[src/logic/lcd_pkg.sv]
// ----------------------------------------------------------------------
// shared widths, register map and timing constants for the lcd block
// one clock per dot, 456 dots per line and 154 lines per frame
// mode 3 has a fixed length of 160 dots, no scroll penalty
// ----------------------------------------------------------------------
package lcd_pkg;

	// ------------------------------------------------------------------
	// data widths
	// ------------------------------------------------------------------
	typedef logic [7:0]  byte_t;
	typedef logic [7:0]  line_t;
	typedef logic [8:0]  dot_t;
	typedef logic [1:0]  shade_t;
	// palette number times four plus colour number
	typedef logic [4:0]  pal_entry_t;
	typedef logic [5:0]  pal_index_t;
	typedef logic [14:0] rgb_t;

	// stat mode, encoding matches the two low stat bits
	typedef enum logic [1:0] {
		mode_hblank   = 2'd0,
		mode_vblank   = 2'd1,
		mode_oam      = 2'd2,
		mode_transfer = 2'd3
	} lcd_mode_t;

	// ------------------------------------------------------------------
	// register addresses, low byte of 0xff40 and up
	// ------------------------------------------------------------------
	localparam byte_t REG_LCDC = 8'h40;
	localparam byte_t REG_STAT = 8'h41;
	localparam byte_t REG_SCY  = 8'h42;
	localparam byte_t REG_SCX  = 8'h43;
	localparam byte_t REG_LY   = 8'h44;
	localparam byte_t REG_LYC  = 8'h45;
	localparam byte_t REG_BGP  = 8'h47;
	localparam byte_t REG_OBP0 = 8'h48;
	localparam byte_t REG_OBP1 = 8'h49;
	localparam byte_t REG_WY   = 8'h4a;
	localparam byte_t REG_WX   = 8'h4b;
	// colour palette index and data, background then object
	localparam byte_t REG_BCPS = 8'h68;
	localparam byte_t REG_BCPD = 8'h69;
	localparam byte_t REG_OCPS = 8'h6a;
	localparam byte_t REG_OCPD = 8'h6b;

	// line and frame timing
	localparam int LINE_DOTS     = 456;
	localparam int FRAME_LINES   = 154;
	localparam int VISIBLE_LINES = 144;
	localparam int OAM_DOTS      = 80;
	localparam int VISIBLE_DOTS  = 160;
	localparam int LYC_IRQ_DOT   = 2;

	// colour palette memories
	localparam int PAL_COUNT = 2;
	localparam int PAL_BG    = 0;
	localparam int PAL_OBJ   = 1;

	localparam rgb_t WHITE_RGB = 15'h7fff;

endpackage

[src/logic/lcd_regs.sv]
// ----------------------------------------------------------------------
// cpu register file of the lcd block with combinational readback
// writes land on the edge with cpu_sel and cpu_wr high
// colour palette registers read 0xff unless is_gbc is set
// dma at 0x46 and all unused addresses read 0xff
// ----------------------------------------------------------------------
module lcd_regs
	import lcd_pkg::*;
(
	input  logic       clk,
	input  logic       reset,
	input  logic       is_gbc,
	input  logic       cpu_sel,
	input  logic       cpu_wr,
	input  byte_t      cpu_addr,
	input  byte_t      cpu_di,
	output byte_t      cpu_do,
	input  line_t      ly,
	input  lcd_mode_t  mode,
	input  logic       lyc_match,
	input  byte_t      pal_index_rd [PAL_COUNT],
	input  byte_t      pal_data_rd [PAL_COUNT],
	output logic [PAL_COUNT-1:0] pal_index_wr,
	output logic [PAL_COUNT-1:0] pal_data_wr,
	output byte_t      pal_wdata,
	output byte_t      lcdc,
	output logic [3:0] stat_irq_en,
	output byte_t      lyc,
	output byte_t      bgp,
	output byte_t      obp0,
	output byte_t      obp1
);

	logic  cpu_write;
	// scroll and window, readback only
	byte_t scy;
	byte_t scx;
	byte_t wy;
	byte_t wx;

	assign cpu_write = cpu_sel && cpu_wr;

	// ------------------------------------------------------------------
	// plain registers
	// ------------------------------------------------------------------
	always_ff @(posedge clk) begin
		if (reset) begin
			// display starts switched off
			lcdc        <= 8'h00;
			stat_irq_en <= 4'h0;
			scy         <= 8'h00;
			scx         <= 8'h00;
			lyc         <= 8'h00;
			bgp         <= 8'hfc;
			obp0        <= 8'hff;
			obp1        <= 8'hff;
			wy          <= 8'h00;
			wx          <= 8'h00;
		end else if (cpu_write) begin
			case (cpu_addr)
				REG_LCDC: lcdc <= cpu_di;
				// only the four interrupt enables are writable
				REG_STAT: stat_irq_en <= cpu_di[6:3];
				REG_SCY:  scy <= cpu_di;
				REG_SCX:  scx <= cpu_di;
				REG_LYC:  lyc <= cpu_di;
				REG_BGP:  bgp <= cpu_di;
				REG_OBP0: obp0 <= cpu_di;
				REG_OBP1: obp1 <= cpu_di;
				REG_WY:   wy <= cpu_di;
				REG_WX:   wx <= cpu_di;
				default: ;
			endcase
		end
	end

	// ------------------------------------------------------------------
	// palette write strobes, the memories hold their own state
	// ------------------------------------------------------------------
	assign pal_wdata = cpu_di;

	always_comb begin
		pal_index_wr = '0;
		pal_data_wr  = '0;
		pal_index_wr[PAL_BG]  = cpu_write && (cpu_addr == REG_BCPS);
		pal_data_wr[PAL_BG]   = cpu_write && (cpu_addr == REG_BCPD);
		pal_index_wr[PAL_OBJ] = cpu_write && (cpu_addr == REG_OCPS);
		pal_data_wr[PAL_OBJ]  = cpu_write && (cpu_addr == REG_OCPD);
	end

	// readback mux
	always_comb begin
		case (cpu_addr)
			REG_LCDC: cpu_do = lcdc;
			// bit 7 always reads high
			REG_STAT: cpu_do = {1'b1, stat_irq_en, lyc_match, mode};
			REG_SCY:  cpu_do = scy;
			REG_SCX:  cpu_do = scx;
			REG_LY:   cpu_do = ly;
			REG_LYC:  cpu_do = lyc;
			REG_BGP:  cpu_do = bgp;
			REG_OBP0: cpu_do = obp0;
			REG_OBP1: cpu_do = obp1;
			REG_WY:   cpu_do = wy;
			REG_WX:   cpu_do = wx;
			REG_BCPS: cpu_do = is_gbc ? pal_index_rd[PAL_BG] : 8'hff;
			REG_BCPD: cpu_do = is_gbc ? pal_data_rd[PAL_BG] : 8'hff;
			REG_OCPS: cpu_do = is_gbc ? pal_index_rd[PAL_OBJ] : 8'hff;
			REG_OCPD: cpu_do = is_gbc ? pal_data_rd[PAL_OBJ] : 8'hff;
			default:  cpu_do = 8'hff;
		endcase
	end

endmodule

[src/logic/lcd_timing.sv]
// ----------------------------------------------------------------------
// dot and line counters, stat mode and the stat interrupt pulse
// counters sit at dot 0, line 0 while reset or lcd_on is low
// irq is a one clock pulse, registered, and only fires with the lcd on
// ----------------------------------------------------------------------
module lcd_timing
	import lcd_pkg::*;
(
	input  logic       clk,
	input  logic       reset,
	input  logic       lcd_on,
	// stat bits 6 to 3
	input  logic [3:0] stat_irq_en,
	input  byte_t      lyc,
	output line_t      ly,
	output lcd_mode_t  mode,
	output logic       lyc_match,
	output logic       irq
);

	dot_t dot_cnt;
	line_t line_cnt;
	logic dot_last;
	logic line_last;
	logic irq_next;

	assign dot_last  = (dot_cnt == dot_t'(LINE_DOTS - 1));
	assign line_last = (line_cnt == line_t'(FRAME_LINES - 1));

	// ------------------------------------------------------------------
	// counters
	// ------------------------------------------------------------------
	always_ff @(posedge clk) begin
		if (reset || !lcd_on) begin
			dot_cnt  <= '0;
			line_cnt <= '0;
		end else if (dot_last) begin
			dot_cnt <= '0;
			// new line, wrap at end of frame
			if (line_last)
				line_cnt <= '0;
			else
				line_cnt <= line_cnt + 8'd1;
		end else begin
			dot_cnt <= dot_cnt + 9'd1;
		end
	end

	assign ly        = line_cnt;
	assign lyc_match = (line_cnt == lyc);

	// mode straight from the counters
	always_comb begin
		if (!lcd_on)
			mode = mode_hblank;
		else if (line_cnt >= line_t'(VISIBLE_LINES))
			mode = mode_vblank;
		else if (dot_cnt < dot_t'(OAM_DOTS))
			mode = mode_oam;
		else if (dot_cnt < dot_t'(OAM_DOTS + VISIBLE_DOTS))
			mode = mode_transfer;
		else
			mode = mode_hblank;
	end

	// ------------------------------------------------------------------
	// interrupt sources
	// ------------------------------------------------------------------
	always_comb begin
		irq_next = 1'b0;
		// ly == lyc, checked a couple of dots into the line
		if (stat_irq_en[3] && lyc_match && (dot_cnt == dot_t'(LYC_IRQ_DOT)))
			irq_next = 1'b1;
		// oam scan start
		if (stat_irq_en[2] && (dot_cnt == '0))
			irq_next = 1'b1;
		// last dot of the last visible line, vblank follows
		if (stat_irq_en[1] && dot_last && (line_cnt == line_t'(VISIBLE_LINES - 1)))
			irq_next = 1'b1;
		// hblank start, transfer is always 160 dots
		if (stat_irq_en[0] && (dot_cnt == dot_t'(OAM_DOTS + VISIBLE_DOTS)))
			irq_next = 1'b1;
	end

	always_ff @(posedge clk) begin
		if (reset)
			irq <= 1'b0;
		else
			irq <= irq_next && lcd_on;
	end

endmodule

[src/logic/palette_ram.sv]
// ----------------------------------------------------------------------
// one 64 byte colour palette with index register and auto increment
// eight palettes of four colours, two bytes per colour, little endian
// color is combinational, bit 7 of the high byte is ignored
// ----------------------------------------------------------------------
module palette_ram
	import lcd_pkg::*;
(
	input  logic       clk,
	input  logic       reset,
	input  logic       index_wr,
	input  logic       data_wr,
	input  byte_t      wdata,
	input  pal_entry_t entry,
	output byte_t      index_rd,
	output byte_t      data_rd,
	output rgb_t       color
);

	byte_t      mem [64];
	pal_index_t index;
	logic       auto_inc;
	byte_t      color_lo;
	byte_t      color_hi;

	// ------------------------------------------------------------------
	// index register and memory writes
	// ------------------------------------------------------------------
	always_ff @(posedge clk) begin
		if (reset) begin
			index    <= '0;
			auto_inc <= 1'b0;
			for (int i = 0; i < 64; i++)
				mem[i] <= 8'h00;
		end else if (index_wr) begin
			index    <= wdata[5:0];
			auto_inc <= wdata[7];
		end else if (data_wr) begin
			mem[index] <= wdata;
			// wraps from 63 back to 0 by width
			if (auto_inc)
				index <= index + 6'd1;
		end
	end

	// cpu side readback
	assign index_rd = {auto_inc, 1'b0, index};
	assign data_rd  = mem[index];

	// pixel side lookup, two bytes per entry
	assign color_lo = mem[{entry, 1'b0}];
	assign color_hi = mem[{entry, 1'b1}];
	assign color    = {color_hi[6:0], color_lo};

endmodule

[src/logic/color_mapper.sv]
// ----------------------------------------------------------------------
// maps a fetched pixel to rgb555, one clock of latency
// monochrome shades come out zero extended in the low two bits
// accepts a new pixel on every clock
// ----------------------------------------------------------------------
module color_mapper
	import lcd_pkg::*;
(
	input  logic       clk,
	input  logic       reset,
	input  logic       is_gbc,
	// lcdc bit 0
	input  logic       bg_enable,
	input  byte_t      bgp,
	input  byte_t      obp0,
	input  byte_t      obp1,
	input  logic       pix_valid,
	input  logic       pix_obj,
	input  shade_t     pix_color,
	input  logic [2:0] pix_palette,
	output pal_entry_t pal_entry [PAL_COUNT],
	input  rgb_t       pal_color [PAL_COUNT],
	output logic       lcd_valid,
	output rgb_t       lcd_data
);

	byte_t  mono_pal;
	shade_t shade;
	rgb_t   color_next;

	// same entry to both memories, the pixel type picks the result
	always_comb begin
		for (int p = 0; p < PAL_COUNT; p++)
			pal_entry[p] = {pix_palette, pix_color};
	end

	// monochrome palette, obp1 when palette bit 0 is set
	assign mono_pal = !pix_obj ? bgp : (pix_palette[0] ? obp1 : obp0);
	assign shade    = mono_pal[{pix_color, 1'b0} +: 2];

	always_comb begin
		if (!pix_obj && !bg_enable)
			color_next = WHITE_RGB;
		else if (is_gbc)
			color_next = pix_obj ? pal_color[PAL_OBJ] : pal_color[PAL_BG];
		else
			color_next = rgb_t'(shade);
	end

	// ------------------------------------------------------------------
	// output stage
	// ------------------------------------------------------------------
	always_ff @(posedge clk) begin
		if (reset)
			lcd_valid <= 1'b0;
		else
			lcd_valid <= pix_valid;
	end

	always_ff @(posedge clk) begin
		lcd_data <= color_next;
	end

endmodule

[src/logic/lcd_top.sv]
// ----------------------------------------------------------------------
// lcd controller top, registers, timing, colour palettes and mapper
// pixels arrive already fetched on the pix_* inputs
// single clock, no handshake anywhere
// ----------------------------------------------------------------------
module lcd_top
	import lcd_pkg::*;
(
	input  logic       clk,
	input  logic       reset,
	input  logic       is_gbc,
	input  logic       cpu_sel,
	input  logic       cpu_wr,
	input  byte_t      cpu_addr,
	input  byte_t      cpu_di,
	output byte_t      cpu_do,
	input  logic       pix_valid,
	input  logic       pix_obj,
	input  shade_t     pix_color,
	input  logic [2:0] pix_palette,
	output logic       lcd_on,
	output logic       lcd_valid,
	output logic       irq,
	output rgb_t       lcd_data,
	output lcd_mode_t  mode
);

	byte_t      lcdc;
	logic [3:0] stat_irq_en;
	byte_t      lyc;
	byte_t      bgp;
	byte_t      obp0;
	byte_t      obp1;
	line_t      ly;
	logic       lyc_match;
	// palette links, one slot per memory
	logic [PAL_COUNT-1:0] pal_index_wr;
	logic [PAL_COUNT-1:0] pal_data_wr;
	byte_t      pal_wdata;
	byte_t      pal_index_rd [PAL_COUNT];
	byte_t      pal_data_rd [PAL_COUNT];
	pal_entry_t pal_entry [PAL_COUNT];
	rgb_t       pal_color [PAL_COUNT];

	// lcdc bit 7 switches the display on
	assign lcd_on = lcdc[7];

	lcd_regs i_regs (
		.clk(clk), .reset(reset), .is_gbc(is_gbc),
		.cpu_sel(cpu_sel), .cpu_wr(cpu_wr), .cpu_addr(cpu_addr),
		.cpu_di(cpu_di), .cpu_do(cpu_do),
		.ly(ly), .mode(mode), .lyc_match(lyc_match),
		.pal_index_rd(pal_index_rd), .pal_data_rd(pal_data_rd),
		.pal_index_wr(pal_index_wr), .pal_data_wr(pal_data_wr), .pal_wdata(pal_wdata),
		.lcdc(lcdc), .stat_irq_en(stat_irq_en), .lyc(lyc),
		.bgp(bgp), .obp0(obp0), .obp1(obp1)
	);

	lcd_timing i_timing (
		.clk(clk), .reset(reset), .lcd_on(lcd_on),
		.stat_irq_en(stat_irq_en), .lyc(lyc),
		.ly(ly), .mode(mode), .lyc_match(lyc_match), .irq(irq)
	);

	// background and object colour palettes
	for (genvar p = 0; p < PAL_COUNT; p++) begin : g_pal
		palette_ram i_pal (
			.clk(clk), .reset(reset),
			.index_wr(pal_index_wr[p]), .data_wr(pal_data_wr[p]), .wdata(pal_wdata),
			.entry(pal_entry[p]),
			.index_rd(pal_index_rd[p]), .data_rd(pal_data_rd[p]), .color(pal_color[p])
		);
	end

	color_mapper i_mapper (
		.clk(clk), .reset(reset), .is_gbc(is_gbc), .bg_enable(lcdc[0]),
		.bgp(bgp), .obp0(obp0), .obp1(obp1),
		.pix_valid(pix_valid), .pix_obj(pix_obj),
		.pix_color(pix_color), .pix_palette(pix_palette),
		.pal_entry(pal_entry), .pal_color(pal_color),
		.lcd_valid(lcd_valid), .lcd_data(lcd_data)
	);

endmodule

[config.mk]
export PLATFORM = sky130hd
export DESIGN_NAME = lcd_top
export DESIGN_NICKNAME = d
export VERILOG_FILES = /design/src/logic/lcd_pkg.sv /design/src/logic/lcd_regs.sv /design/src/logic/lcd_timing.sv /design/src/logic/palette_ram.sv /design/src/logic/color_mapper.sv /design/src/logic/lcd_top.sv
export SDC_FILE = /design/constraint.sdc
export NUM_CORES = 2
export LEC_CHECK = 0
export BUFFER_PORTS_ARGS = -buffer_cell sky130_fd_sc_hd__buf_2
export CORE_MARGIN = 2
export CORE_UTILIZATION = 60
export DETAILED_ROUTE_END_ITERATION = 8
export GPL_TIMING_DRIVEN = 1
export PLACE_DENSITY_LB_ADDON = 0.05
export SLEW_MARGIN = 15
export SYNTH_ARGS = -nofsm -noshare
export SYNTH_HDL_FRONTEND = slang
export SYNTH_SLANG_ARGS = --single-unit
[constraint.sdc]
create_clock -name clk -period 3.79 [get_ports clk]
set_clock_uncertainty 0.15 [all_clocks]
set_input_delay 0.379 -clock clk [delete_from_list [all_inputs] [get_ports clk]]
set_output_delay 0.379 -clock clk [all_outputs]
set_load 0.03 [all_outputs]
-- After elaboration in Yosys (flattened, before gate mapping)
Memory sizes are Yosys's and may differ from the RTL's. A register that Yosys moved wholly into a read port is not among the register bits.
Index checks and enable logic that the tools add are counted.
- bits in registers: 124
- memory bits (writable): 1024
- bits of input ports: 28
- output and inout port bits: 28
- logic and storage cells: 131
- memories kept: 2
- add/sub/neg operators: 4
- order comparisons: 3
- equality and inequality tests: 21
- shift operators: 1
- muxes and demuxes: 44
- reduce and logical (&&, ||, !) cells: 37
- memory list (name ; depth ; width ; rd ports ; clocked after Yosys merged registers in ; wr ports ; line ; RTL):
    g_pal[0].i_pal.mem ; 64 ; 8 ; 3 ; 1 ; 64 ; palette_ram.sv:20 ; byte_t mem [64];
    g_pal[1].i_pal.mem ; 64 ; 8 ; 3 ; 1 ; 64 ; palette_ram.sv:20 ;
- operators by type and width (operator ; number):
    $eq 8x7->1 const B ; 15
    $pmux 8 s15 ; 1
    $mux 6 ; 12
    $mux 8 ; 9
    $mux 15 ; 2
    $reduce_and 2->1 ; 12
    $eq 8x8->1 const B ; 2
    $mux 1 ; 16
    $reduce_or 8->1 ; 2
    $logic_and 1x1->1 ; 13
    $add 6x1->6 const B ; 2
    $add 9x1->9 const B ; 1
    $eq 9x2->1 const B ; 1
    $eq 9x8->1 const B ; 1
    $eq 9x9->1 const B ; 1
    $logic_not 9->1 ; 1
    $lt 9x7->1 const B ; 1
    $lt 9x8->1 const B ; 1
    $add 8x1->8 const B ; 1
    $eq 8x8->1 ; 1
    $ge 8x8->1 const B ; 1
    $mux 2 ; 4
    $reduce_bool 2->1 ; 4
    $shiftx 8x4->2 ; 1
    3 further kinds ; 5

-- Longest topological paths before layout
- word-level depth: 8
- mapped depth: 12
- gate-level depth less buffers: 7

-- Cells and area by module
Synthesis repeated with hierarchy kept, for this count alone.
- cell total of the unflattened synthesis: 4344
- area, all modules: 61939.4 µm²
- by module, submodules not included (module ; times used ; cells each ; area an instance (µm²)):
    palette_ram (g_pal[1].i_pal) ; 1 ; 1795 ; 27881.7
    palette_ram (g_pal[0].i_pal) ; 1 ; 1800 ; 27874.2
    lcd_regs ; 1 ; 517 ; 4185.3
    lcd_timing ; 1 ; 131 ; 1079.8
    color_mapper ; 1 ; 101 ; 918.4

-- Least setup slack after synthesis
No wires, ideal clock.
- kind: flip-flop to output port
- start point: reg with a tool-made name
- end point: out cpu_do[3]
- arrival: 3201 ps
- path slack: 60 ps
- stages on the path, launching flop included: 13
- path buffers: 6
- path through: dfxtp_1 buf_4 buf_6 buf_6 buf_4 buf_4 nand2_1 buf_2 o221ai_1 o22ai_1 o21ai_0 o21ai_0 o311ai_0
- RTL lines (element ; line ; RTL):
    end: declaration ; lcd_top.sv:16 ; output byte_t cpu_do,

==> results.py <==
metrics = {
    "setup_path": {
        "crit_arrival_ns": 3.87,
        "crit_path_end_kind": "output port",
        "critical_path_class": "reg2out",
        "cp.required_ns": 3.26,
        "cp_num_cells": 10,
        "crit_chain": "buf_6, buf_12, mux4_2, mux4_2, and2_4, a211oi_2, buf_4, nor3_4, or4b_4, buf_6",
        "startpoint_type": "flip-flop",
        "critical_path_buf_inv_count": 4,
        "slowest_stage": "or4b_4",
        "cpPeakStageDelay_ns": 0.55,
        "crit_family": "multiplexers",
        "worstPathMaxFanout": 6,
        "ff2ff_path_depth": 3,
    },
    "synthesis": {
        "synthFlopType": "edfxtp_1",
        "synth_seq_cells": 1160,
        "syn_nets": 4306,
        "async_flop_share": 0,
        "synthesis.instances": 4270,
        "yosysWarningCount": 0,
        "synth-edff-count": 1024,
        "seq_area_frac_synth": 0.545,
        "netlist_area_sq_um": 61500,
        "ys_types": 75,
        "avgSynthCellArea_sq_um": 14.4,
    },
    "power_and_ir_drop": {
        "leakage_uw": 0.0249,
        "ir_drop_mv": 0.414,
        "finalPower_uw": 29400,
        "powerDensity_nw_per_um2": 420,
    },
    "die": {
        "core_sq_um": 102000,
        "rows": 117,
        "dieArea_sq_um": 105000,
        "fp.dieH_um": 324,
        "initial_core_util": 0.604,
        "io_pins": 56,
        "fp.dieW_um": 324,
    },
    "timing": {
        "fin_crit_sh": 1.16,
        "worst_pin_slew_ns": 1.11,
        "setup_viol_count_final": 8,
        "slew_headroom": 0.257,
        "finalMaxSlewViolations": 0,
        "finalHoldViolCount": 0,
        "period_needed_ns": 4.40,
        "worst_slack_ns": -0.607,
        "max_freq_ghz": 0.227,
        "holdWs_ns": 0.0524,
        "rsz0062_at_grt": "true",
    },
    "detailed_routing": {
        "drc": 0,
        "drt.antenna.violating_nets": 0,
        "num_vias": 40200,
        "drt_iter0_drc": 6151,
        "drt-met1-wl_um": 73200,
        "dr.pass1.iters": 7,
        "viasPerCell": 6.78,
        "wl_met2_um": 86900,
        "met3_length_um": 24900,
        "totalWireLength_um": 195000,
        "wl_per_cell_um": 32.9,
        "top_layer": "met5",
    },
    "layout": {
        "nets": 4488,
        "fin_area_sq_um": 70000,
        "drive_gt1_frac": 0.306,
        "final_common_cell": "and2_1",
        "seq_area_sq_um": 33500,
        "syn_to_final_growth_pct": 14.0,
        "final_cell_mix": "and2_1 (1032), edfxtp_1 (1024), mux4_2 (581)",
        "fillers": 6920,
        "multi_input_area_sq_um": 26700,
    },
    "cts": {
        "tritoncts.num_buffers": 120,
        "cts_buffer_depth": 3,
        "clkSinkCount": 1160,
        "clkSlewWorstSetupHoldPaths_ns": 0.07,
        "worstSkewPairLatency_ns": 0.73,
        "cts_tree": "done",
        "clockRootBuffer": "clkbuf_16",
        "cts_max_level": 3,
    },
    "placed_design": {
        "port_buffers": 55,
        "dpl.hpwl_um": 137000,
        "postPlaceCellArea_sq_um": 64700,
        "pre_cts_ws_ns": -0.0233,
        "globalplace.congestion": 0.997,
    },
    "grt": {
        "grt_overflow": 0,
        "grt_pass1_wl_um": 278000,
        "grt_use_total": 0.377,
        "grt_max_degree": 116,
        "grt_pass1_vias": 38700,
        "antenna_found_initial": 18,
    },
    "outcome": {
        "violations": "negative setup slack",
        "outcome": "complete, but fails checks",
    },
    "worst_hold_path": {
        "hold_depth": 3,
        "hold_class": "in2reg",
    },
    "flow_run": {
        "drv_cap": 0,
    },
}
cell families after synthesis:
kind of cell,count (synthesis),synth area share
simple gates,1733,0.162
flops,1160,0.545
mux,719,0.236
buf+inv,371,0.0244
compound gates,255,0.0283
xor+xnor,24,0.00342
fa+ha+maj,8,0.00163
area by class of cell:
cell class	count	share of cell area
repair buffers	413	0.0553
flip-flops and latches	1160	0.478
well taps	1368	0.0244
clock buffers	142	0.0448
multi-input cells	2739	0.381
diodes	5	0.000179
inverters	18	0.000965
clock inverters	84	0.0151
cells in the mapped netlist, types with 4 or more instances:
cell type	instances	share of area
or4_1	5	0.00061
buf_2	38	0.0031
nor3_1	17	0.0014
mux4_2	581	0.21
o21ai_0	21	0.0017
nand2_1	152	0.0093
nor2_1	218	0.013
nand3b_1	17	0.0021
mux2_2	28	0.0051
nor2b_1	24	0.0024
o211ai_1	12	0.0015
a221oi_1	5	0.00071
buf_6	5	0.00092
a211oi_1	9	0.0011
o2bb2ai_1	4	0.00057
or3b_2	4	0.00057
a31oi_1	7	0.00071
a211o_1	17	0.0024
xor2_1	16	0.0023
a21oi_1	83	0.0068
nand4_1	10	0.0010
a22oi_1	23	0.0028
inv_1	16	0.00098
o2111ai_1	7	0.0010
dfxtp_1	136	0.044
or3_1	7	0.00071
nor3b_1	4	0.00049
edfxtp_1	1024	0.50
xnor2_1	8	0.0011
and3_1	16	0.0016
and2_1	1035	0.11
o221ai_1	16	0.0023
o22ai_1	15	0.0015
a22o_1	4	0.00057
buf_4	6	0.00073
nor4_1	10	0.0010
buf_1	38	0.0023
nand3_1	55	0.0045
mux2i_1	110	0.018
nand2b_1	10	0.0010
ha_1	8	0.0016
or2_2	132	0.013
clkbuf_1	266	0.016
where the power goes:
group | internal, uW | switching (uW)
registers | 14300 | 277
logic | 856 | 1340
clock network | 7420 | 5230
repair_timing:
| action | CTS | global route |
|---|---|---|
| pin swaps | 11 | 21 |
| hold endpoints to repair | 6 | 0 |
| hold buffers | 4 | 0 |
| endpoints found under the setup margin | 8 | 8 |
| setup buffers | 21 | 36 |
| gates resized for setup | 47 | 42 |
| cloned | 5 | 2 |
per-layer routing:
metal,vias up,global-route usage
met2,2650,0.553
met3,449,0.106
li1,16600,-
met1,20500,0.534
met5,-,0.00139
met4,14,0.160
through the flow:
stage / util / setup TNS [ns] / instances
after floorplan: - / 0 / 4270
after global placement: 0.636 / -0.0781 / 5635
after detailed placement: 0.636 / -0.0460 / 5635
after CTS: 0.684 / -4.03 / 5890
after global routing: 0.688 / -4.33 / 5925
final: 0.688 / -4.13 / 5929
worst register-to-register path, delay by kind of cell, from the launching register on:
family,cells,cell delay (ns)
simple gates,3,1.31
flops,1,1.04
worst paths after layout:
path         slack, ns                   endpoint                    start
max              -0.61                  cpu_do[5]                flip-flop
min               0.05               i_regs.wx[5]                cpu_di[5]
max reg2reg       0.96  g_pal[0].i_pal.mem[46][2]  g_pal[0].i_pal.index[3]
min reg2reg       0.31             i_regs.lcdc[3]           i_regs.lcdc[3]
flip-flops by register name (all words and copies together) (netlist names), 9 cells and up, named ones only:
| signal | flops |
|---|---|
| g_pal.i_pal.mem | 1024 |
| i_mapper.lcd_data | 15 |
| g_pal.i_pal.index | 12 |
| i_timing.dot_cnt | 9 |
(Power assumes the default switching activity.)
